==> src/source/dft_pkg.sv <==
package dft_pkg;

    localparam int N_LANES    = 2;
    localparam int MAX_LEN    = 128;
    localparam int ADDR_W     = 7;

    // Q1.15 samples, Q2.14 twiddles
    localparam int SAMPLE_W   = 16;
    localparam int TWIDDLE_W  = 16;
    localparam int PROD_W     = 33;
    localparam int ACC_W      = 40;

    // result keeps 15 fractional bits
    localparam int DOUT_W     = 24;
    localparam int CAST_SHIFT = 14;

    typedef logic signed [SAMPLE_W-1:0]  sample_t;
    typedef logic signed [TWIDDLE_W-1:0] twiddle_t;
    typedef logic        [ADDR_W-1:0]    addr_t;
    typedef logic signed [ACC_W-1:0]     acc_t;
    typedef logic signed [DOUT_W-1:0]    dout_t;

    typedef struct packed {
        sample_t re;
        sample_t im;
    } cplx_sample_t;

    // one table word, 32 bits
    typedef struct packed {
        twiddle_t re;
        twiddle_t im;
    } twiddle_pair_t;

    typedef struct packed {
        cplx_sample_t [N_LANES-1:0] lane;
    } lane_samples_t;

    typedef struct packed {
        logic          valid;
        logic          last;
        lane_samples_t samples;
        twiddle_pair_t twiddle;
    } mac_in_t;

    typedef struct packed {
        acc_t re;
        acc_t im;
    } acc_pair_t;

    typedef struct packed {
        logic                    valid;
        acc_pair_t [N_LANES-1:0] lane;
    } lane_sums_t;

    typedef struct packed {
        dout_t re;
        dout_t im;
    } dout_pair_t;

    typedef struct packed {
        logic                     valid;
        dout_pair_t [N_LANES-1:0] lane;
        logic                     overflow;
    } bin_result_t;

    typedef enum logic {
        idle,
        in_frame
    } seq_state_t;

endpackage
==> src/source/bin_sequencer.sv <==
`timescale 1ns/1ps

module bin_sequencer (
    input  logic                   clk,
    input  logic                   rst,
    input  dft_pkg::lane_samples_t din,
    input  logic                   din_valid,
    input  dft_pkg::addr_t         last_index,
    output dft_pkg::addr_t         rd_addr,
    input  dft_pkg::twiddle_pair_t rd_data,
    output dft_pkg::mac_in_t       mac_in
);
    import dft_pkg::*;

    seq_state_t    state;
    addr_t         pos;
    addr_t         len_q;
    addr_t         frame_last;
    logic          at_last;
    lane_samples_t din_q;
    logic          valid_q;
    logic          last_q;

    // live index only on the first sample, latched copy after that
    assign frame_last = (state == idle) ? last_index : len_q;
    assign at_last    = (pos == frame_last);
    assign rd_addr    = pos;

    always_ff @(posedge clk) begin
        if (rst) begin
            state <= idle;
            pos   <= '0;
            len_q <= '0;
        end else if (din_valid) begin
            if (state == idle) begin
                len_q <= last_index;
            end
            if (at_last) begin
                pos   <= '0;
                state <= idle;
            end else begin
                pos   <= pos + 1'b1;
                state <= in_frame;
            end
        end
    end

    // two stages so samples meet the registered twiddle
    always_ff @(posedge clk) begin
        din_q          <= din;
        mac_in.samples <= din_q;
        mac_in.twiddle <= rd_data;
        if (rst) begin
            valid_q      <= 1'b0;
            last_q       <= 1'b0;
            mac_in.valid <= 1'b0;
            mac_in.last  <= 1'b0;
        end else begin
            valid_q      <= din_valid;
            last_q       <= din_valid && at_last;
            mac_in.valid <= valid_q;
            mac_in.last  <= last_q;
        end
    end

    a_last_has_valid: assert property (
        @(posedge clk) disable iff (rst)
        mac_in.last |-> mac_in.valid
    );

endmodule

==> config.mk <==
export PLATFORM = sky130hd
export DESIGN_NAME = bin_sequencer
export DESIGN_NICKNAME = d
export VERILOG_FILES = /design/src/source/dft_pkg.sv /design/src/source/bin_sequencer.sv
export SDC_FILE = /design/constraint.sdc
export NUM_CORES = 1
export LEC_CHECK = 0
export BUFFER_PORTS_ARGS = -buffer_cell sky130_fd_sc_hd__buf_2
export CORE_UTILIZATION = 30
export DETAILED_ROUTE_END_ITERATION = 10
export PLACE_DENSITY_LB_ADDON = 0.05
export SYNTH_ARGS = -nofsm -noshare
export SYNTH_HDL_FRONTEND = slang
export SYNTH_SLANG_ARGS = --single-unit
export TNS_END_PERCENT = 5
==> constraint.sdc <==
create_clock -name clk -period 4.21 [get_ports clk]
set_clock_uncertainty 0.05 [all_clocks]
set_input_delay 0.842 -clock clk [delete_from_list [all_inputs] [get_ports clk]]
set_output_delay 0.842 -clock clk [all_outputs]
set_load 0.02 [all_outputs]
; Word-level counts from Yosys, hierarchy flattened
; Index checks and enable logic that the tools add are counted.
[totals]
regBits = 179
elab_cells = 23
input_bits = 106
output_inout_bits = 105
[op_classes]
n_mux = 3
reduce_logical = 1
n_eq_ne = 1
add_sub_neg = 1
[ops]
columns = cell, count
row1 = $mux W7, 2
row2 = $add A7 B1 Y7 const B, 1
row3 = $eq A7 B7 Y1, 1
row4 = $logic_and A1 B1 Y1, 1
row5 = $mux W1, 1

; Depth between registers and ports, before layout
[logic_depth]
depth_word = 3
depth_mapped = 6
mapped_depth_nobuf = 5

; Worst setup path before layout
; OpenSTA, ideal clock, no wires.
[synth_timing]
kind = input to register
from = in last_index[4]
to = reg pos[3] (netlist: rd_addr[3])
cell_stages = 5
setup_ns = 0.125
path_buffers = 0
t_required_ns = 4.035
t_arrival_ns = 1.616
slack_ns = 2.419
path_cell_list = mux2i_1 xor2_1 nand4_2 nor2_2 a211oi_1
[synth_between]
elab_chain_len = 3
[synth_lines]
columns = item, line
row1 = start: declaration, bin_sequencer.sv:8  ; input dft_pkg::addr_t last_index,
row2 = $mux W7, --
row3 = $eq A7 B7 Y1, bin_sequencer.sv:26  ; assign at_last = (pos == frame_last);
row4 = $mux W7, bin_sequencer.sv:38  ; if (at_last) begin
row5 = end signal: assignment, bin_sequencer.sv:42  ; pos <= pos + 1'b1;
row6 = end: declaration, bin_sequencer.sv:16  ; addr_t pos;
; Every way passes these cells.
; A chain may end at the register's enable or synchronous reset.

; Worst setup path in the final report
[layout_timing]
from = reg pos[2] (netlist: rd_addr[2])
to = out rd_addr[2]
[layout_lines]
columns = item, line
row1 = end: declaration, bin_sequencer.sv:9  ; output dft_pkg::addr_t rd_addr,
; No word-level cell between the ends.

==> reports/qor.txt <==
Worst vdd ir: 308 uV
Clock Power Share: 45.0%
WL final: 8160 um
Worst Hold Class: reg2reg
Htree depth: 4
Post-synth top flop: dfxtp_1
Clock buffer count from CTS: 17
Post-route DRC violation count: 0
Leak: 2.83 nW
DR vias/cell: 3.81
Total GRT Usage: 12.2%
Site row count: 42
Post-detail-place hpwl: 6030 um
Routed vias: 2526
Clock tree from TritonCTS: built
Layout area overhead: 45.4%
Flop pwr share: 49.4%
Worst setup path class: reg2out
Post-synth EDFFs: 0
Worst path max stage delay: 480 ps
Post-synthesis register bit count: 179
Detail Route Antenna Nets: 0
PnR Total Power: 3.66 mW
Die Y: 119 um
PwrDens: 613 mW/mm^2
Ys Warns: 0
Layout cell share with drive strength beyond 1: 50.5%
CORE AREA: 0.0133 sq mm
Slowest library cell on the worst path: dfxtp_1
Worst Hold Slack: 274 ps
Initial cell density of the core: 30.8%
Comb power frac: 5.6%
Switch share: 21.6%
# resized after CTS: 0
Fillers: 1266
Final core occ: 44.9%
Post-layout instance area: 0.00596 sq mm
Period utilization: 47.6%
Mapped Cells: 250
Post-Syn Area: 0.00410 sq mm
Synth cell count leaders: 179 x dfxtp_1, 14 x mux2i_1, 11 x nor2_1
DRT iter0 DRCs: 89
Seq/Total Area, Yosys: 87.4%
Diodes inserted: 0
Outcome: finished, final reports clean
Max-cap viol count: 0
Crit path capture type: output pin
Clock Tree Buf Depth: 2
Share of the synthesized area in the top cell type: 87.4%
Synth area leader: dfxtp_1
Switching power total: 790 uW
Crit path max-delay family: flip-flops
Layout Nets: 581
F_max: 499 MHz
Setup repair bufs after CTS: 0
Largest net degree at the start of global routing: 20
Port Buf Inserts: 210
Avg Cell Area, Syn: 16.4 sq um
Die ar.: 0.0141 sq mm
Crit-path cells: buf_2
Clock Sink Count: 179
Worst Path Required: 3320 ps
Final hold viol count: 0
Initial antenna violation count: 0
Final setup fails: 0
CTS Hold Bufs: 0
Most frequent cell after synthesis: dfxtp_1
Netlist cell types: 24
First-pass GRT wire length: 12600 um
Normalized max-slew margin: 68.4%
Critical path fanouts, max: 7
Int Pwr: 2.87 mW
Multi-input logic area: 483 sq um
Asr flop ratio synth: 0%
Crit path time final: 2010 ps
Die X: 119 um
Grt ovf: 0
# IOs: 211
Clk slew on worst S/H paths: 60 ps
Area after DPL: 0.00534 sq mm
Worst Tran Pin Value: 474 ps
RSZ-0062 raised after global routing: false
Critical path buffer and inverter count: 1
Number of global-route vias before repair: 2497
Setup TNS: 0 ps
Largest cells by area after synthesis: dfxtp_1 87%, mux2i_1 3.4%, xor2_1 1.9%
Clock root cell: clkbuf_16
Pins over their slew limit: 0
Mapped Nets: 357
Clock Latency Late Sink: 420 ps
DR WL/cell: 12.3 um
1st-pass router iterations: 4
Worst EP arrival: 1110 ps
Sequential Area: 0.00358 sq mm
Final Wtd Congestion: 0.675
CP Launch Type: flip-flop
-- final timing paths --
path                            slack, ps    endpoint  startpoint  cells after the start
worst max-delay path                 2200  rd_addr[2]  rd_addr[2]                      1
worst min-delay path                  270  mac_in[85]   din_q[53]                      0
worst max register to register       2360  rd_addr[5]       state                      5
worst min register to register        270  mac_in[85]   din_q[53]                      0
-- cell usage in the layout (no fill, tap or decap) --
| cell type | count |
|---|---|
| bufinv_16 | 4 |
| o211ai_1 | 1 |
| clkinv_2 | 4 |
| clkinvlp_4 | 2 |
| inv_6 | 4 |
| nand2_1 | 3 |
| dfxtp_1 | 179 |
| buf_2 | 210 |
| a21oi_1 | 3 |
| nand4_2 | 1 |
| nand4_1 | 2 |
| nand3_1 | 1 |
| xor2_1 | 9 |
| xnor2_1 | 2 |
| nand2b_1 | 3 |
| o21ai_0 | 1 |
| and2b_2 | 1 |
| nor2b_1 | 5 |
| mux2i_1 | 14 |
| inv_8 | 1 |
| nor2_2 | 1 |
| nor2_1 | 11 |
| o22ai_1 | 1 |
| a211oi_1 | 5 |
| nor4b_2 | 1 |
| clkbuf_16 | 17 |
| ha_1 | 1 |
-- layout make-up --
cell class	count	share of cell area, %
clock buffers	17	7.13
clock inverters	15	3.38
multi-input cells	66	8.10
flip-flops and latches	179	60.1
well taps	176	3.69
repair buffers	210	17.6
-- flip-flops by register name, indices dropped and copies added (netlist names) --
signal,cells
mac_in,98
din_q,64
len_q,7
rd_addr,7
last_q,1
state,1
valid_q,1
-- per-layer routing --
layer  track usage [%]  routed length, um  up-vias
li1                  -                  -     1257
met1              11.6               2970     1138
met2              19.6               4000      122
met3              8.96               1070        9
met4              5.70                123        0
met5                 0                  0        -
-- power groups by stage --
stage,Sequential (mW),Combinational [mW],Clock (mW)
finish,1.81,0.204,1.65
global route,1.82,0.219,1.78
CTS,1.81,0.207,1.70
detailed placement,1.85,0.207,0
global placement,1.84,0.206,0
floorplan,1.91,0.0388,0
-- cell families after synthesis --
logic type | after synthesis | synth area share [%]
multiplexers | 14 | 3.42
XOR/XNOR | 11 | 2.35
AO/OA/AOI/OAI | 11 | 1.74
AND/OR/NAND/NOR | 29 | 3.97
adder cells (fa/ha/maj) | 1 | 0.305
flip-flops | 179 | 87.4
buffers and inverters | 5 | 0.854
-- per-stage QoR --
step	setup slack [ps]	std cells
after floorplan	2420	250
after global placement	2110	631
after detailed placement	2130	631
after CTS	2170	663
after global routing	2140	663
final	2200	663
Power figures use the tool's default switching activity.
