### src/source/dft_pkg.sv
package dft_pkg;

    localparam int N_LANES    = 2;
    localparam int MAX_LEN    = 128;
    localparam int ADDR_W     = 7;

    // Q1.15 samples, Q2.14 twiddles
    localparam int SAMPLE_W   = 16;
    localparam int TWIDDLE_W  = 16;
    localparam int PROD_W     = 33;
    localparam int ACC_W      = 40;

    // result keeps 15 fractional bits
    localparam int DOUT_W     = 24;
    localparam int CAST_SHIFT = 14;

    typedef logic signed [SAMPLE_W-1:0]  sample_t;
    typedef logic signed [TWIDDLE_W-1:0] twiddle_t;
    typedef logic        [ADDR_W-1:0]    addr_t;
    typedef logic signed [ACC_W-1:0]     acc_t;
    typedef logic signed [DOUT_W-1:0]    dout_t;

    typedef struct packed {
        sample_t re;
        sample_t im;
    } cplx_sample_t;

    // one table word, 32 bits
    typedef struct packed {
        twiddle_t re;
        twiddle_t im;
    } twiddle_pair_t;

    typedef struct packed {
        cplx_sample_t [N_LANES-1:0] lane;
    } lane_samples_t;

    typedef struct packed {
        logic          valid;
        logic          last;
        lane_samples_t samples;
        twiddle_pair_t twiddle;
    } mac_in_t;

    typedef struct packed {
        acc_t re;
        acc_t im;
    } acc_pair_t;

    typedef struct packed {
        logic                    valid;
        acc_pair_t [N_LANES-1:0] lane;
    } lane_sums_t;

    typedef struct packed {
        dout_t re;
        dout_t im;
    } dout_pair_t;

    typedef struct packed {
        logic                     valid;
        dout_pair_t [N_LANES-1:0] lane;
        logic                     overflow;
    } bin_result_t;

    typedef enum logic {
        idle,
        in_frame
    } seq_state_t;

endpackage
### src/source/twiddle_table.sv
`timescale 1ns/1ps

module twiddle_table (
    input  logic                   clk,
    input  logic                   rst,
    input  logic                   we,
    input  dft_pkg::addr_t         wr_addr,
    input  dft_pkg::twiddle_pair_t wr_data,
    input  dft_pkg::addr_t         rd_addr,
    output dft_pkg::twiddle_pair_t rd_data
);
    import dft_pkg::*;

    twiddle_pair_t mem [MAX_LEN];

    // write side, loaded between frames
    always_ff @(posedge clk) begin
        if (we) begin
            mem[wr_addr] <= wr_data;
        end
    end

    // registered read, one cycle behind the address
    always_ff @(posedge clk) begin
        if (rst) begin
            rd_data <= '0;
        end else begin
            rd_data <= mem[rd_addr];
        end
    end

endmodule

### config.mk
export PLATFORM = sky130hd
export DESIGN_NAME = twiddle_table
export DESIGN_NICKNAME = d
export VERILOG_FILES = /design/src/source/dft_pkg.sv /design/src/source/twiddle_table.sv
export SDC_FILE = /design/constraint.sdc
export NUM_CORES = 2
export LEC_CHECK = 0
export BUFFER_PORTS_ARGS = -buffer_cell sky130_fd_sc_hd__buf_2
export CAP_MARGIN = 0
export CORE_UTILIZATION = 55
export CTS_CLUSTER_SIZE = 16
export DETAILED_ROUTE_END_ITERATION = 16
export PLACE_DENSITY = 0.71
export REMOVE_ABC_BUFFERS = 1
export SETUP_SLACK_MARGIN = 0.5
export SYNTH_ARGS = -nofsm -noshare
export SYNTH_HDL_FRONTEND = slang
export SYNTH_SLANG_ARGS = --single-unit
### constraint.sdc
create_clock -name clk -period 4.91 [get_ports clk]
set_input_delay 0.7365 -clock clk [delete_from_list [all_inputs] [get_ports clk]]
set_output_delay 0.7365 -clock clk [all_outputs]
set_load 0.05 [all_outputs]
Word level (Yosys, flattened, before mapping)
Memory sizes are Yosys's and may differ from the RTL's. A register that Yosys moved wholly into a read port is not among the register bits.
Cells that the tools add are included.
{"block": "totals", "register_bits": 0, "mem_bits_rw": 4096, "input_bits": 49, "out_inout_bits": 32, "word_cells": 3, "n_memories": 1}
{"block": "classes", "mux": 2}
{"name": "mem", "depth": 128, "width": 32, "rd": 1, "rd_ports_with_merged_regs": 1, "wr": 1, "line": "twiddle_table.sv:14", "text": "twiddle_pair_t mem [MAX_LEN];"}
{"op": "$mux 1", "n": 2}

Longest topological paths before layout
{"block": "logic_depth", "depth_word": 2, "ltp_mapped": 11, "ltp_nobuf": 6}

Least setup slack after synthesis
No wires, ideal clock.
{"block": "synth_path", "path_kind": "input to register", "startpoint": "input port we", "endpoint": "memory mem[98][0] in the netlist's numbering, enable pin", "setup_ns": 0.461, "arrival_time_ns": 3.514, "required_time_ns": 4.449, "setup_slack_ns": 0.935, "path_stages": 3, "path_buffers": 1, "cell_sequence": "clkbuf_1 -> nand4_1 -> nor3_1"}
{"block": "synth_between", "elab_chain_len": 2}
{"element": "from (decl)", "line": "twiddle_table.sv:6", "text": "input logic we,"}
{"element": "$mux 1", "line": "twiddle_table.sv:18", "text": "if (we) begin"}
{"element": "$mux 1 (not written as such)", "line": "twiddle_table.sv:19", "text": "mem[wr_addr] <= wr_data;"}
{"element": "to (decl)", "line": "twiddle_table.sv:14"}
Every way passes these cells.

==> metrics.log <==
[metrics] clock network latency to the later pin of the worst-skew pair: between 0.9 and 1 ns
[metrics] number of setup violations in the final report: 0
[metrics] Core Util, Final: around 63%
[metrics] post-CTS sizing: 0
[metrics] final critical-path setup slack: 1.416 ns
[metrics] period utilization: a little under three quarters
[metrics] worst-case clock skew: 0.07243 ns
[metrics] fraction of layout cells with a size suffix above 1: approximately 20%
[metrics] router iterations before antenna repair: 8
[metrics] H-tree Lvls: 5
[metrics] instance count along the most critical hold path: 1
[metrics] CTS tree: yes
[metrics] layout overhead on the synthesized area: 13.19%
[metrics] final hold violations: 0
[metrics] CP Max Fanout: 23
[metrics] Placement Rows: roughly 200
[metrics] worst setup path startpoint: rd_addr[0]
[metrics] number of buffers inserted by post-CTS setup repair: 0
[metrics] Clock Root Buffer: clkbuf_16
[metrics] die area: ~290,000 um2
[metrics] Num CTS Buffers: about 400
[metrics] routed wirelength normalized by instance count: around 37 um
[metrics] DRC marker count from the first detailed-route iteration: between 10,000 and 15,000
[metrics] cell taking the most area after synthesis: edfxtp_1
[metrics] power per cell area: a little over 400 nW/um2
[metrics] TritonCTS sink count: approximately 4,100
[metrics] detailed-route vias per instance: between 6 and 7
[metrics] cell depth of the worst flop-to-flop path: 5
[metrics] Overflow after GRT: 0
[metrics] initial core utilization: a little under three fifths
[metrics] critical path required time: roughly 5.7 ns
[metrics] total wire length: between 400 and 500 mm
[metrics] fill cell count: 19,300
[metrics] Period minus WS final: 3.494 ns
[metrics] clock-pin slew on the worst setup and hold paths: 0.06 ns
[metrics] first-pass GRT wire length: 639.1 mm
[metrics] primary flip-flop cell chosen by synthesis mapping: edfxtp_1
[metrics] pin slew with the least headroom to its limit: roughly 1.5 ns
[metrics] Highest Clock Rate: about 0.29 GHz
[metrics] Post-Place Setup Slack: roughly 0.6 ns
[metrics] antenna violations before repair: 48
[metrics] capture point of the worst reg-to-reg path: rd_data[22]
[metrics] overall power of the completed layout: roughly 74 mW
[metrics] Final Slew Violations: 0
[metrics] area of combinational cells with multiple inputs: approximately 34,000 um2
[metrics] most common library cells after synthesis: 4,096 x edfxtp_1, 1,077 x mux2i_1, 558 x a22oi_1
[metrics] cells taking the most area after synthesis: edfxtp_1 77%, mux4_2 7.1%, mux2i_1 6.8%
[metrics] Critical Path End Type: register
[metrics] unrepaired setup endpoints after global routing: false
[metrics] gate count after technology mapping: approximately 8,000
[metrics] post-route DRC violation count: 0
[metrics] Final ANT Viol Nets: 0
[metrics] die boundary height: roughly 540 um
[metrics] worst reg2reg path startpoint: mem[1][22]
[metrics] cell area after synthesis: between 150,000 and 200,000 um2
[metrics] Hold/Removal Path Class: input port to register
[metrics] combined global-route utilization of all metal layers: 31.50%
[metrics] endpoint arrival time on the critical path: roughly 4.2 ns
[metrics] share of synthesized area occupied by flip-flops and latches: around 78%
[metrics] vias in the first global route: roughly 80,000
[metrics] Avg Cell Area, Syn: a little over 20 um2
[metrics] hold path start: wr_data[18]
[metrics] post-detailed-placement half-perimeter wirelength: roughly 280 mm
[metrics] IR drop worst, VDD: 0.5296 mV
[metrics] number of synthesized register bits: 4,128
[metrics] register-to-register path setup slack: roughly 2 ns
[metrics] fraction of registers with async set or reset after synthesis: 0%
[metrics] critical path endpoint: rd_data[14]
[metrics] Die Width: between 500 and 600 um
[metrics] # hold bufs at CTS: 0
[metrics] placer congestion estimate: 0.9959
[metrics] startpoint types: input port
[metrics] total number of nets in the final design: about 8,400
[metrics] final-layout worst hold slack: approximately 0.09 ns
[metrics] sum of negative setup slack: 0 ns
[metrics] max_slew headroom: 1.146%
[metrics] CP Class: input port to register
[metrics] number of synthesized flops with an enable pin: 4,096
[metrics] Static Leak: 58.89 nW
[metrics] count of buffers inserted at the top-level ports: 80
[metrics] count of max-cap constraint violations: 0
[metrics] largest net degree at the start of global routing: around 130
[metrics] top-area cell type share of the netlist area: 77.29%
[metrics] floorplan core area: 287,900 um2
[metrics] footprint of the flip-flops and latches: around 120,000 um2
[metrics] count leader, synth: edfxtp_1
[metrics] count of yosys warnings during synthesis: 0
[metrics] largest buffer count on any clock path: 4
[metrics] run status: finished, final reports clean
[metrics] total number of vias: 84,710
[metrics] number of primary I/O pins: 81
[metrics] distinct cell type count of the synthesized netlist: 53
[kinds of logic (layout without fill, tap and decap cells)]
| family | after synthesis | after routing | synth area share (%) |
|---|---|---|---|
| flops | 4128 | 4128 | 77.70 |
| mux | 1580 | 1580 | 13.89 |
| compound gates | 1031 | 1031 | 4.783 |
| simple gates | 637 | 637 | 1.761 |
| buf+inv | 470 | 1284 | 1.874 |
| other cells | 0 | 19 | 0 |
[metrics by stage]
stage               cell area, um2  std cells
finish                      180100      12460
global route                180100      12450
CTS                         180100      12440
detailed placement          166800      11700
global placement            166800      11700
floorplan                   156200       7380
[critical path, cell delays in order]
cell and delay [ns]:
buf_12 0.28, buf_12 0.26, buf_4 0.34, mux4_2 0.54, a22oi_1 0.36, nand2_1 0.30
a21oi_1 0.86, buf_4 0.27, a41oi_1 0.11
[flip-flops by register name (all words and copies together) (netlist names)]
register and cells:
rd_data 32, mem 4096
[per-layer routing]
metal | GRT usage (%) | up-vias | wire length, um | part of all wire, %
li1 | - | 33640 | - | -
met1 | 42.70 | 44110 | 164600 | 36
met2 | 47.03 | 5927 | 208800 | 45
met3 | 8.123 | 1013 | 59390 | 13
met4 | 17.32 | 12 | 29620 | 6.4
met5 | 0 | - | 76 | 0.016
[worst min path at each step]
stage	end	slack, ns
floorplan	rd_data[30]	0.74
global placement	rd_data[5]	0.97
detailed placement	rd_data[5]	0.96
CTS	mem[103][18]	0.03
global route	mem[103][18]	0.07
finish	mem[103][18]	0.09
[power breakdown]
part | internal (mW) | switching (mW)
sequential | 38.9 | 0.132
combinational | 1.19 | 2.85
clock | 18.0 | 13.1
[layout make-up]
class | count | area share [%]
antenna | 19 | 0.02640
multi-input combinational | 3248 | 18.64
inverter | 4 | 0.009725
timing repair buffer | 546 | 2.715
tap | 3781 | 2.626
sequential | 4128 | 68.64
clock buffer | 506 | 5.894
clock inverter | 228 | 1.450
[cell usage in the layout, fill, tap and decap left out, drive strengths merged, types with 3 or more instances in the layout]
master	instances
diode	19
nand3	150
inv	15
nor2b	11
nand4	4
mux2i	1077
a41oi	31
nor4	28
dfxtp	32
o2111a	30
mux4	502
bufinv	50
a22o	62
nand2	142
clkinv	158
nor2	244
clkbuf	507
o21a	3
a22oi	560
a21oi	126
edfxtp	4096
buf	545
o21ai	91
a221oi	87
o2bb2ai	27
clkinvlp	9
o2111ai	6
nor3	44
(Power assumes the default switching activity.)
