<file path="src/source/dft_pkg.sv">
package dft_pkg;

    localparam int N_LANES    = 2;
    localparam int MAX_LEN    = 128;
    localparam int ADDR_W     = 7;

    // Q1.15 samples, Q2.14 twiddles
    localparam int SAMPLE_W   = 16;
    localparam int TWIDDLE_W  = 16;
    localparam int PROD_W     = 33;
    localparam int ACC_W      = 40;

    // result keeps 15 fractional bits
    localparam int DOUT_W     = 24;
    localparam int CAST_SHIFT = 14;

    typedef logic signed [SAMPLE_W-1:0]  sample_t;
    typedef logic signed [TWIDDLE_W-1:0] twiddle_t;
    typedef logic        [ADDR_W-1:0]    addr_t;
    typedef logic signed [ACC_W-1:0]     acc_t;
    typedef logic signed [DOUT_W-1:0]    dout_t;

    typedef struct packed {
        sample_t re;
        sample_t im;
    } cplx_sample_t;

    // one table word, 32 bits
    typedef struct packed {
        twiddle_t re;
        twiddle_t im;
    } twiddle_pair_t;

    typedef struct packed {
        cplx_sample_t [N_LANES-1:0] lane;
    } lane_samples_t;

    typedef struct packed {
        logic          valid;
        logic          last;
        lane_samples_t samples;
        twiddle_pair_t twiddle;
    } mac_in_t;

    typedef struct packed {
        acc_t re;
        acc_t im;
    } acc_pair_t;

    typedef struct packed {
        logic                    valid;
        acc_pair_t [N_LANES-1:0] lane;
    } lane_sums_t;

    typedef struct packed {
        dout_t re;
        dout_t im;
    } dout_pair_t;

    typedef struct packed {
        logic                     valid;
        dout_pair_t [N_LANES-1:0] lane;
        logic                     overflow;
    } bin_result_t;

    typedef enum logic {
        idle,
        in_frame
    } seq_state_t;

endpackage
</file>
<file path="src/source/output_cast.sv">
`timescale 1ns/1ps

module output_cast (
    input  logic                 clk,
    input  logic                 rst,
    input  dft_pkg::lane_sums_t  sums,
    output dft_pkg::bin_result_t result
);
    import dft_pkg::*;

    typedef struct packed {
        logic  clamp;
        dout_t value;
    } cast_t;

    cast_t cast_re [N_LANES];
    cast_t cast_im [N_LANES];
    logic  any_clamp;

    // floor by arithmetic shift, then clamp to the signed result range
    function automatic cast_t floor_sat(input acc_t x);
        acc_t  shifted;
        cast_t c;
        shifted = x >>> CAST_SHIFT;
        if (shifted[ACC_W-1:DOUT_W-1] == {(ACC_W-DOUT_W+1){shifted[ACC_W-1]}}) begin
            c.value = shifted[DOUT_W-1:0];
            c.clamp = 1'b0;
        end else begin
            c.value = shifted[ACC_W-1] ? {1'b1, {(DOUT_W-1){1'b0}}}
                                       : {1'b0, {(DOUT_W-1){1'b1}}};
            c.clamp = 1'b1;
        end
        return c;
    endfunction

    always_comb begin
        any_clamp = 1'b0;
        for (int i = 0; i < N_LANES; i++) begin
            cast_re[i] = floor_sat(sums.lane[i].re);
            cast_im[i] = floor_sat(sums.lane[i].im);
            any_clamp  = any_clamp | cast_re[i].clamp | cast_im[i].clamp;
        end
    end

    always_ff @(posedge clk) begin
        for (int i = 0; i < N_LANES; i++) begin
            result.lane[i].re <= cast_re[i].value;
            result.lane[i].im <= cast_im[i].value;
        end
        if (rst) begin
            result.valid    <= 1'b0;
            result.overflow <= 1'b0;
        end else begin
            result.valid    <= sums.valid;
            result.overflow <= sums.valid && any_clamp;
        end
    end

    a_overflow_has_valid: assert property (
        @(posedge clk) disable iff (rst)
        result.overflow |-> result.valid
    );

endmodule

</file>
<file path="config.mk">
export PLATFORM = sky130hd
export DESIGN_NAME = output_cast
export DESIGN_NICKNAME = d
export VERILOG_FILES = /design/src/source/dft_pkg.sv /design/src/source/output_cast.sv
export SDC_FILE = /design/constraint.sdc
export NUM_CORES = 1
export LEC_CHECK = 0
export BUFFER_PORTS_ARGS = -buffer_cell sky130_fd_sc_hd__buf_2
export CORE_AREA = 4 4 99 101
export CTS_BUF_LIST = sky130_fd_sc_hd__clkbuf_2 sky130_fd_sc_hd__clkbuf_4 sky130_fd_sc_hd__clkbuf_8
export DETAILED_ROUTE_END_ITERATION = 8
export DIE_AREA = 0 0 103 105
export PLACE_DENSITY = 0.77
export SLEW_MARGIN = 10
export SYNTH_ARGS = -nofsm -noshare
export SYNTH_HDL_FRONTEND = slang
export SYNTH_SLANG_ARGS = --single-unit
</file>
<file path="constraint.sdc">
create_clock -name clk -period 2.3 [get_ports clk]
set_clock_uncertainty 0.15 [all_clocks]
set_input_delay 0.115 -clock clk [delete_from_list [all_inputs] [get_ports clk]]
set_output_delay 0.115 -clock clk [all_outputs]
set_load 0.02 [all_outputs]
</file>
==> Yosys cells after proc, flatten, opt, wreduce, memory -nomap -nowiden <==
Index checks and enable logic that the tools add are counted.
{ "classes": {"mux": 8, "bitwise_logic": 3, "eq_ne": 4, "n_reduce_logical": 1} }
{ "ops": {"columns": ["cell", "count"], "rows": [
  ["2-to-1 mux 25 bit", 4],
  ["2-to-1 mux 24 bit", 4],
  ["== test 2 bit", 4],
  ["OR 1 bit", 3],
  ["logical AND 1 bit", 1]
]} }
{ "totals": {"input_bits": 163, "ff_bits": 98, "out_inout_bits": 98, "word_cells": 22} }

==> Logic depth before layout (Yosys ltp) <==
Gate-level depths: netlist (run 1).
{ "logic_depth": {"ltp_word": 6, "mapped_depth": 4, "ltp_nobuf": 3} }

==> Worst setup path after synthesis (run 1) <==
No wires, ideal clock.
{ "synth_path": {"kind": "in2reg", "startpoint": "input sums[77] (netlist bit)", "endpoint": "register result[28] (netlist bit)", "setup_slack_ns": 1.419, "required_ns": 2.037, "setup_ns": 0.113, "arrival_time_ns": 0.617, "n_path_buf": 1, "stages": 4, "path_cell_list": "o21ba_4 > buf_4 > nor2_1 > nor2_2"} }
{ "synth_rtl": {"columns": ["item", "line_no", "text"], "rows": [
  ["start: declaration", "output_cast.sv:6", "input dft_pkg::lane_sums_t sums,"],
  ["end: declaration", "output_cast.sv:7", "output dft_pkg::bin_result_t result"]
]} }

==> results of run 1 <==
-- metal layers --
metal / share of wire / vias to the layer above / wire length [um]
met1: 0.34 / 1422 / 3322
met4: 0.047 / 0 / 458
met5: 0 / - / 0
met2: 0.54 / 143 / 5227
met3: 0.071 / 39 / 687
li1: - / 1568 / -
-- synthesized netlist by cell type --
cell	count	area share
clkbuf_1	4	0.0049
a21o_1	2	0.0049
nor2_2	20	0.041
dfxtp_1	98	0.64
nor2b_1	1	0.0020
inv_1	1	0.0012
o21ba_4	4	0.021
nor3_1	4	0.0066
nor2_1	158	0.19
o21a_1	1	0.0025
o21bai_1	1	0.0025
a21boi_2	3	0.011
and2_4	1	0.0029
buf_4	9	0.022
nand2_1	2	0.0025
and3_1	4	0.0082
o22ai_1	2	0.0041
buf_6	7	0.026
-- per-stage QoR --
stage	setup slack (ps)	hold slack, ps	utilization	std cells	cell area, um^2
finish	593.5	22.12	0.5835	735	5264
global route	532.0	76.16	0.5835	735	5264
CTS	626.0	3.806	0.5835	735	5264
detailed placement	844.8	120.1	0.4517	620	4075
global placement	912.3	113.7	0.4517	620	4075
floorplan	1419	48.45	-	322	3054
-- cell families after synthesis --
logic type | share of synthesized area
and+or+nand+nor | 0.2573
AOI/OAI and AO/OA | 0.04629
buffers and inverters | 0.05407
DFF | 0.6424
-- worst paths after layout --
check                           endpoint  startpoint  cells after the start  slack (ps)
worst min-delay path  result[64]$_DFF_P_   sums[117]                      4          20
worst max-delay path  result[70]$_DFF_P_   sums[119]                      5         590
-- power groups by stage --
stage / clock network [uW] / logic, uW / registers (uW)
finish: 1100 / 785 / 1880
global route: 1210 / 849 / 1890
CTS: 1150 / 777 / 1870
detailed placement: 0 / 644 / 1910
global placement: 0 / 630 / 1910
floorplan: 0 / 199 / 2110
-- final cells by class --
class | count | share of cell area
clock buffers | 9 | 0.02353
clock inverters | 7 | 0.01402
inverters | 1 | 0.0007131
multi-input cells | 203 | 0.1761
flip-flops and latches | 98 | 0.3727
well taps | 111 | 0.02638
repair buffers | 306 | 0.3865
-- repair_timing --
| item | 4_1_cts | 5_1_grt |
|---|---|---|
| resized for setup | 0 | 0 |
| hold endpoints to repair | 98 | 0 |
| hold buffers | 99 | 0 |
-- critical path, delay by kind of cell --
family,cells,cell delay [ps]
buf+inv,3,1220
compound gates,2,510
==> summary.txt, run 1 <==
Setup path
  • Crit path capture type: flop
  • CP max FO: 23
  • CP peak stage delay: roughly 540 ps
  • Kind of critical path: in2reg
  • Data arrival, critical path: 1850 ps
  • Slowest cell on crit path: dlygate4sd3_1
  • CP cell instances: dlygate4sd3_1 -> buf_2 -> o21ba_4 -> a21o_1 -> dlygate4sd3_1
  • Startpoint types: input port
  • Critical Path RT: 2440 ps
  • Top cell by count, worst path: dlygate4sd3_1

Cells and area
  • Register area: 0.001962 mm^2
  • Largest register by flop count: result
  • Largest regs: result: 98 flops
  • Fillers: 777
  • Layout Nets: slightly below 800
  • Layout cells sized above 1: 0.4022
  • Largest register FFs: 98
  • Area occupied by multi-input gates: 927.1 um^2
  • Layout Area Growth over Synthesis: 72.35%
  • Ant. Diodes: 0
  • Most common cell after layout, fill and taps aside: buf_2
  • Most frequent cells in the layout: buf_2, nor2_1, dlygate4sd3_1, dfxtp_1, nor2_2

Floorplan
  • Initial Util: 0.3386
  • Die Width: 103 um
  • FP Rows: 35
  • Ports: approximately 260
  • Core Area: 0.009021 mm^2
  • Die area: 0.01082 mm^2
  • DIE HEIGHT: 105 um

Route
  • Total number of vias: 3172
  • DR vias/cell: 4.316
  • Post-route ant nets: 0
  • Total wire length: 9696 um
  • WL/cell: 13.19 um
  • Iter 0 DRT Violations: 60
  • DRC: 0
  • Pre-antenna DRT Iters: 4

STA
  • RSZ-0062 raised after global routing: no
  • Slew headroom: 0.3451
  • Period utilisation layout: 0.7420
  • Setup TNS: 0 ps
  • Slew Viols, Final: 0
  • Crit path time final: 1707 ps
  • Final hold vios: 0
  • Slew @ Worst Pin: approximately 980 ps
  • Setup-failing EPs final: 0
  • Fmax: 586.0 MHz

Power and ir drop
  • Switching Fraction: 0.2813
  • PD cells: between 700 and 800 mW/mm^2
  • Sequential Power Share: 0.499
  • LEAKAGE: 0.002608 uW
  • Max VDD drop: 356.6 uV
  • Clock power frac: 0.292
  • Comb pwr share: 0.209
  • Design Power: 3761 uW
  • Sw power: 1058 uW
  • Internal power: approximately 2700 uW

GRT
  • Met1 usage: 0.1574
  • Total global-route track usage: 0.1754
  • Initial antenna violation count: 0
  • Met2 Use GR: 0.3373
  • Vias in the first global route: around 3400
  • Met3 Track Usage GR: 0.05207
  • Grt ovf: 0
  • First-pass GRT wire length: 14920 um
  • Pin count of the biggest net entering global routing: 24
  • Global route hottest layer: met2

Placement
  • # port buffers: 204
  • GP Congestion: 0.7733
  • HPWL Detailed: between 5000 and 6000 um

Yosys
  • Sequential share of the synthesized area: 0.6424
  • Mapped Nets: about 490
  • Post-Syn Area: a little over 0.003 mm^2
  • Synth Warn #: 0
  • Synth Register Bits: 98
  • Post-Synthesis Cells: 322
  • Distinct cells, synth: 18
  • Syn_area_per_cell: 9.485 um^2

Clocking
  • CTS buffer count: 9
  • CTS clk-pin slew, worst paths: 90 ps
  • H-tree lvl count: 3
  • CTS root buf: clkbuf_8
  • Sinks on Clock Net: 98
  • CTS tree: built
  • CTS max path bufs: 2
  • Post-CTS Setup Bufs: 0

Job
  • Max Cap Violations: 0

Worst hold path
  • Worst min-delay path class: in2reg

Outcome
  • Outcome: finished clean
Power figures use the tool's default switching activity.
==> inputs of run 2 (changes only) <==
ABC_AREA = 1   (was unset)
CORE_AREA = 4 4 101 103   (was 4 4 99 101)
DIE_AREA = 0 0 105 107   (was 0 0 103 105)
PLACE_DENSITY = 0.82   (was 0.77)
clock period = 1.5 ns   (was 2.3 ns; I/O delays follow)
==> run 2 against run 1 <==
Clock-buffer cell count rose by 1. Clock power grew 55%. Synthesized cell count rose by 2.2%. Non-clock buffer count increased by 6. Die area increased by 3.9%. Worst setup slack lost 510 ps. Utilization increased by 3.3 points. Sequential power rose by 53%. Hold slack got worse by 17 ps. Sequential share of layout area fell by 2.7 points. Global-route usage grew 0.95 points.
==> summary.txt, run 2 <==
Outcome
  • Outcome: finished clean (unchanged)

Yosys
  • Most area-consuming cells after synthesis: dfxtp_1, a21oi_2, inv_1 (was dfxtp_1, nor2_1, nor2_2)
  • Sequential share of the synthesized area: 0.5754 (was 0.6424)
  • Synth Register Bits: 98 (unchanged)
  • Most common cell in the netlist: dfxtp_1 (was nor2_1)
  • Synth top cells by count: dfxtp_1, inv_1, a21oi_2 (was nor2_1, dfxtp_1, nor2_2)
  • Async set-reset flop share out of synthesis: 0 (unchanged)
  • EDFF count, synth: 0 (unchanged)
  • Distinct cells, synth: 13 (was 18)
  • Largest area contributor in the synthesized netlist: dfxtp_1 (unchanged)
  • Syn_area_per_cell: 10.36 um^2 (was 9.485 um^2)
  • Mapped Nets: 492 (was 485)
  • Post-Synthesis Cells: 329 (was 322)
  • Post-Syn Area: 0.003410 mm^2 (was 0.003054 mm^2)
  • Post-synth top flop: dfxtp_1 (unchanged)
  • Synth Warn #: 0 (unchanged)
  • Yosys top cell area share: 0.5754 (was 0.6424)

Route
  • Total number of vias: 3172 (unchanged)
  • Pre-antenna DRT Iters: 4 (unchanged)
  • WL/cell: 13.75 um (was 13.19 um)
  • DR vias/cell: 4.235 (was 4.316)
  • Total wire length: 10300 um (was 9696 um)
  • DRC: 0 (unchanged)
  • Post-route ant nets: 0 (unchanged)
  • Iter 0 DRT Violations: 89 (was 60)

Cells and area
  • Layout Area Growth over Synthesis: 66.24% (was 72.35%)
  • Largest register by flop count: result (unchanged)
  • Layout cells sized above 1: 0.4961 (was 0.4022)
  • Most frequent cells in the layout: buf_2, dlygate4sd3_1, dfxtp_1, inv_1, a21oi_2 (was buf_2, nor2_1, dlygate4sd3_1, dfxtp_1, nor2_2)
  • Layout Nets: 795 (was 782)
  • Largest regs: result: 98 flops (unchanged)
  • Fillers: 707 (was 777)
  • Most common cell after layout, fill and taps aside: buf_2 (unchanged)
  • Largest register FFs: 98 (unchanged)
  • Final cell count without fillers: 749 (was 735)

GRT
  • Initial antenna violation count: 1 (was 0)
  • Grt ovf: 0 (unchanged)
  • Total global-route track usage: 0.1849 (was 0.1754)
  • Vias in the first global route: 3516 (was 3370)
  • Pin count of the biggest net entering global routing: 24 (unchanged)
  • First-pass GRT wire length: 16590 um (was 14920 um)

STA
  • Final WS setup: 85.95 ps (was 593.5 ps)
  • Setup TNS: 0 ps (unchanged)
  • Slew headroom: 0.6165 (was 0.3451)
  • Period utilisation layout: 0.9427
  • RSZ-0062 raised after global routing: no (unchanged)
  • Slew @ Worst Pin: 574.4 ps (was 976.7 ps)
  • Setup-failing EPs final: 0 (unchanged)
  • Fmax: 707.2 MHz
  • Hold WS: 4.796 ps (was 22.12 ps)
  • Crit path time final: 1414 ps
  • Slew Viols, Final: 0 (unchanged)
  • Final hold vios: 0 (unchanged)

Setup path
  • CP max FO: 4 (was 23)
  • Kind of critical path: in2reg (unchanged)
  • Data arrival, critical path: 1560 ps (was 1850 ps)
  • Crit path buf inv count: 3 (unchanged)
  • Crit-path leading delay family: buffers and inverters (unchanged)
  • Critical Path RT: 1640 ps (was 2440 ps)
  • CP peak stage delay: 550 ps (was 540 ps)
  • Crit path capture type: flop (unchanged)
  • CP cell instances: dlygate4sd3_1 -> buf_2 -> nand2_2 -> nand2_1 -> dlygate4sd3_1 -> nand2_1 (was dlygate4sd3_1 -> buf_2 -> o21ba_4 -> a21o_1 -> dlygate4sd3_1)
  • Startpoint types: input port (unchanged)
  • Slowest cell on crit path: dlygate4sd3_1 (unchanged)

Floorplan
  • Ports: 261 (unchanged)
  • DIE HEIGHT: 107 um (was 105 um)
  • Core Area: 0.009196 mm^2 (was 0.009021 mm^2)
  • Initial Util: 0.3707 (was 0.3386)
  • Die Width: 105 um (was 103 um)
  • FP Rows: 35 (unchanged)
  • Die area: 0.01124 mm^2 (was 0.01082 mm^2)

Placement
  • Placed insts: 630 (was 620)
  • GP Congestion: 0.7999 (was 0.7733)
  • # port buffers: 204 (unchanged)
  • HPWL Detailed: 6325 um (was 5946 um)
  • Place WS: 354.2 ps (was 844.8 ps)

Worst hold path
  • Worst min-delay path class: in2reg (unchanged)

Clocking
  • CTS root buf: clkbuf_8 (unchanged)
  • CTS resizes: 0 (unchanged)
  • Post-CTS Setup Bufs: 0 (unchanged)
  • CTS tree: built (unchanged)
  • Sinks on Clock Net: 98 (unchanged)
  • H-tree lvl count: 3 (unchanged)
  • CTS clk-pin slew, worst paths: 90 ps (about the same)
  • CTS max path bufs: 2 (unchanged)
  • CTS buffer count: 9 (unchanged)

Power and ir drop
  • Max VDD drop: 479.4 uV (was 356.6 uV)
  • PD cells: 1039 mW/mm^2 (was 714.5 mW/mm^2)
  • LEAKAGE: 0.002954 uW (was 0.002608 uW)

Job
  • Max Cap Violations: 0 (unchanged)
==> run 2: cells by family (layout without fill, tap and decap cells) <==
family | Yosys count | in the layout | synth area share
buffers and inverters | 116 | 424 | 0.1585
DFF | 98 | 98 | 0.5754
AOI/OAI and AO/OA | 94 | 94 | 0.2415
and+or+nand+nor | 21 | 21 | 0.02459
other | 0 | 1 | 0
==> run 2: final timing paths <==
kind | start | endpoint | slack (ps) | depth (start not counted)
setup / recovery | sums[119] | result[64]$_DFF_P_ | 90 | 6
hold / removal | sums[158] | result[0]$_SDFF_PP0_ | 5 | 5
==> run 2: cell type report <==
type	count	area, um^2	share of cell area
Sequential cell	98	1962	0.3461
Timing Repair Buffer	312	2100	0.3704
Inverter	96	360.3	0.06358
Multi-Input combinational cell	115	907.1	0.1600
Clock inverter	6	66.31	0.01170
Tap cell	111	138.9	0.02450
Antenna cell	1	2.502	0.0004415
Clock buffer	10	131.4	0.02318
==> run 2: what timing repair did <==
action	in CTS	in global routing
endpoints found under the hold margin	98	2
endpoints found under the setup margin	0	1
hold buffers	102	1
==> run 2: metal layers <==
| layer | vias to the layer above | routed length (um) | part of all wire | track usage |
|---|---|---|---|---|
| met5 | - | 0 | 0 | 0 |
| met2 | 136 | 5650 | 0.55 | 0.3621 |
| met1 | 1428 | 3642 | 0.35 | 0.1724 |
| met3 | 27 | 677 | 0.066 | 0.06382 |
| li1 | 1581 | - | - | - |
| met4 | 0 | 325 | 0.032 | 0.07873 |
==> run 2: stage by stage <==
stage	instance area [um^2]	total power, uW	utilization
after global placement	4447	3991	0.4835
after floorplan	3410	3628	-
after detailed placement	4447	4024	0.4835
after global routing	5668	6180	0.6163
after CTS	5665	5944	0.6161
final	5668	5889	0.6163
==> run 2: power breakdown <==
group / leakage, uW / total, uW / switching [uW] / internal [uW]
Combinational: 0.00202 / 1310 / 735 / 576
Sequential: 0.000826 / 2880 / 53.8 / 2820
Clock: 0.000104 / 1700 / 904 / 797
Total: 0.00295 / 5890 / 1690 / 4200
==> inputs of run 3 (changes only) <==
ABC_AREA = unset   (was 1)
CORE_AREA = 4 4 99 101   (was 4 4 101 103)
DIE_AREA = 0 0 103 105   (was 0 0 105 107)
PLACE_DENSITY = 0.8   (was 0.82)
==> run 3 against run 2 <==
Sequential share of layout area up 2.3 points. Global-route usage down 0.28 points. Via count up 1.8%. Cell count down 1.5%. Wire length down 2.7%. Worst setup slack better by 17 ps. Combinational power down 7%. Clock-buffer cell count unchanged. Sequential power about the same. Critical path depth down 1. Critical path type unchanged. Critical endpoint is now result[0]$_SDFF_PP0_.
==> summary.txt, run 3 (synthesis gave the netlist of run 1 again) <==
Cells and area
  • Largest register by flop count: result (unchanged)
  • Layout Area Growth over Synthesis: 73.95% (was 66.24%)
  • Layout Nets: 785 (was 795)
  • Layout cells sized above 1: 0.4003 (was 0.4961)
  • Most common cell after layout, fill and taps aside: buf_2 (unchanged)
  • Largest regs: result: 98 flops (unchanged)
  • Ant. Diodes: 0 (was 1)
  • Fillers: 737 (was 707)
  • Largest register FFs: 98 (unchanged)
  • Most frequent cells in the layout: buf_2, nor2_1, dlygate4sd3_1, dfxtp_1, nor2_2 (was buf_2, dlygate4sd3_1, dfxtp_1, inv_1, a21oi_2)

GRT
  • Pin count of the biggest net entering global routing: 24 (unchanged)
  • Grt ovf: 0 (unchanged)
  • Initial antenna violation count: 1 (unchanged)
  • Met3 Track Usage GR: 0.05274 (was 0.06382)
  • Vias in the first global route: 3414 (was 3516)
  • Global route hottest layer: met2 (unchanged)
  • Met1 usage: 0.1664 (was 0.1724)
  • First-pass GRT wire length: 15460 um (was 16590 um)
  • Total global-route track usage: 0.1821 (was 0.1849)
  • Met2 Use GR: 0.3483 (was 0.3621)

Setup path
  • Kind of critical path: in2reg (unchanged)
  • CP max FO: 2 (was 4)
  • Critical Path RT: 1630 ps (was 1640 ps)
  • Crit path capture type: flop (unchanged)
  • Startpoint types: input port (unchanged)
  • Data arrival, critical path: 1530 ps (was 1560 ps)

Worst hold path
  • Min-Delay Startpoint: sums[157] (was sums[158])
  • Worst min-delay path class: in2reg (unchanged)
  • Worst Hold Path Cells: 4 (was 5)
  • Hold Path End: result[85]$_DFF_P_ (was result[0]$_SDFF_PP0_)

Power and ir drop
  • PD cells: 1092 mW/mm^2 (was 1039 mW/mm^2)
  • Design Power: 5801 uW (was 5889 uW)
  • Clock power frac: 0.294 (was 0.289)
  • Max VDD drop: 535.8 uV (was 479.4 uV)
  • Sequential Power Share: 0.496 (was 0.489)
  • Comb pwr share: 0.210 (was 0.222)
  • Internal power: 4189 uW (was 4197 uW)
  • Switching Fraction: 0.2780 (was 0.2874)
  • Sw power: 1613 uW (was 1692 uW)
  • LEAKAGE: 0.002631 uW (was 0.002954 uW)

Floorplan
  • DIE HEIGHT: 105 um (was 107 um)
  • Initial Util: 0.3386 (was 0.3707)
  • Core Area: 0.009021 mm^2 (was 0.009196 mm^2)
  • Die Width: 103 um (was 105 um)
  • Die area: 0.01082 mm^2 (was 0.01124 mm^2)
  • FP Rows: 35 (unchanged)
  • Ports: 261 (unchanged)

Route
  • Total number of vias: 3230 (was 3172)
  • DRC: 0 (unchanged)
  • Iter 0 DRT Violations: 95 (was 89)
  • Total wire length: 10010 um (was 10300 um)
  • Pre-antenna DRT Iters: 4 (unchanged)
  • Post-route ant nets: 0 (unchanged)
  • DR vias/cell: 4.377 (was 4.235)
  • WL/cell: 13.57 um (was 13.75 um)

Placement
  • # port buffers: 204 (unchanged)
  • HPWL Detailed: 6201 um (was 6325 um)
  • GP Congestion: 0.7306 (was 0.7999)

Clocking
  • CTS root buf: clkbuf_8 (unchanged)
  • Sinks on Clock Net: 98 (unchanged)
  • Post-CTS Setup Bufs: 0 (unchanged)
  • CTS clk-pin slew, worst paths: 90 ps (about the same)
  • CTS max path bufs: 2 (unchanged)
  • CTS tree: built (unchanged)
  • CTS buffer count: 9 (unchanged)
  • H-tree lvl count: 3 (unchanged)

STA
  • Period utilisation layout: 0.9314 (was 0.9427)
  • RSZ-0062 raised after global routing: no (unchanged)
  • Setup TNS: 0 ps (unchanged)
  • Final hold vios: 0 (unchanged)
  • Hold WS: 101.1 ps (was 4.796 ps)
  • Fmax: 715.7 MHz (was 707.2 MHz)
  • Setup-failing EPs final: 0 (unchanged)
  • Slew Viols, Final: 0 (unchanged)
  • Crit path time final: 1397 ps (was 1414 ps)
  • Slew headroom: 0.7708 (was 0.6165)
  • Slew @ Worst Pin: 341.1 ps (was 574.4 ps)

Job
  • Max Cap Violations: 0 (unchanged)

Outcome
  • Outcome: finished clean (unchanged)
## run 3: changes by cell type in the layout (fill, tap and decap cells not counted), moves of 4 or more
cell	change
a21oi_1	-10
inv_2	-4
nor2_2	+20
o21ba_4	+4
nor3_1	+4
a21oi_2	-80
and3_1	+4
nor2_1	+155
inv_1	-91
nand2_1	-14
## run 3: what timing repair did
| action | CTS | global route |
|---|---|---|
| gates resized for setup | 0 | 0 |
| endpoints found under the hold margin | 98 | 0 |
| hold buffers | 102 | 0 |
## run 3: routing by layer
| layer | share of wire | vias to the layer above |
|---|---|---|
| met5 | 0.0020 | - |
| met4 | 0.044 | 2 |
| met3 | 0.072 | 40 |
| met2 | 0.54 | 151 |
| met1 | 0.35 | 1461 |
| li1 | - | 1576 |
## run 3: layout make-up
cell class	count	area [um^2]	share of cell area
well taps	111	138.9	0.02614
inverters	1	3.754	0.0007065
clock inverters	6	66.31	0.01248
multi-input cells	203	927.1	0.1745
flip-flops and latches	98	1962	0.3693
repair buffers	309	2077	0.3910
clock buffers	10	137.6	0.02591
## run 3: stage by stage
stage               instance area (um^2)  worst slack [ps]    util  cells
finish                              5313             102.8  0.5889    738
global route                        5313             56.77  0.5889    738
CTS                                 5313             103.0  0.5889    738
detailed placement                  4088             411.9  0.4531    620
global placement                    4088             413.5  0.4531    620
floorplan                           3054             659.3       -    322
## run 3: critical path, stage by stage
cell and delay, ps:
dlygate4sd3_1 540, buf_2 120, nor2b_1 90, dlygate4sd3_1 580, o21a_1 130
## run 3: worst max path at each step
stage                        start                   end  slack [ps]  cells after the start
after floorplan           sums[77]    result[28]$_DFF_P_         660                      4
after global placement    sums[77]  result[0]$_SDFF_PP0_         410                      4
after detailed placement  sums[77]  result[0]$_SDFF_PP0_         410                      4
after CTS                      rst  result[0]$_SDFF_PP0_         100                      5
after global routing           rst  result[0]$_SDFF_PP0_          60                      5
final                          rst  result[0]$_SDFF_PP0_         100                      5
## run 3: power groups by stage
stage	sequential (uW)	combinational, uW	clock (uW)
after floorplan	3230	306	0
after global placement	2930	969	0
after detailed placement	2940	996	0
after CTS	2880	1200	1770
after global routing	2900	1320	1850
final	2880	1220	1710
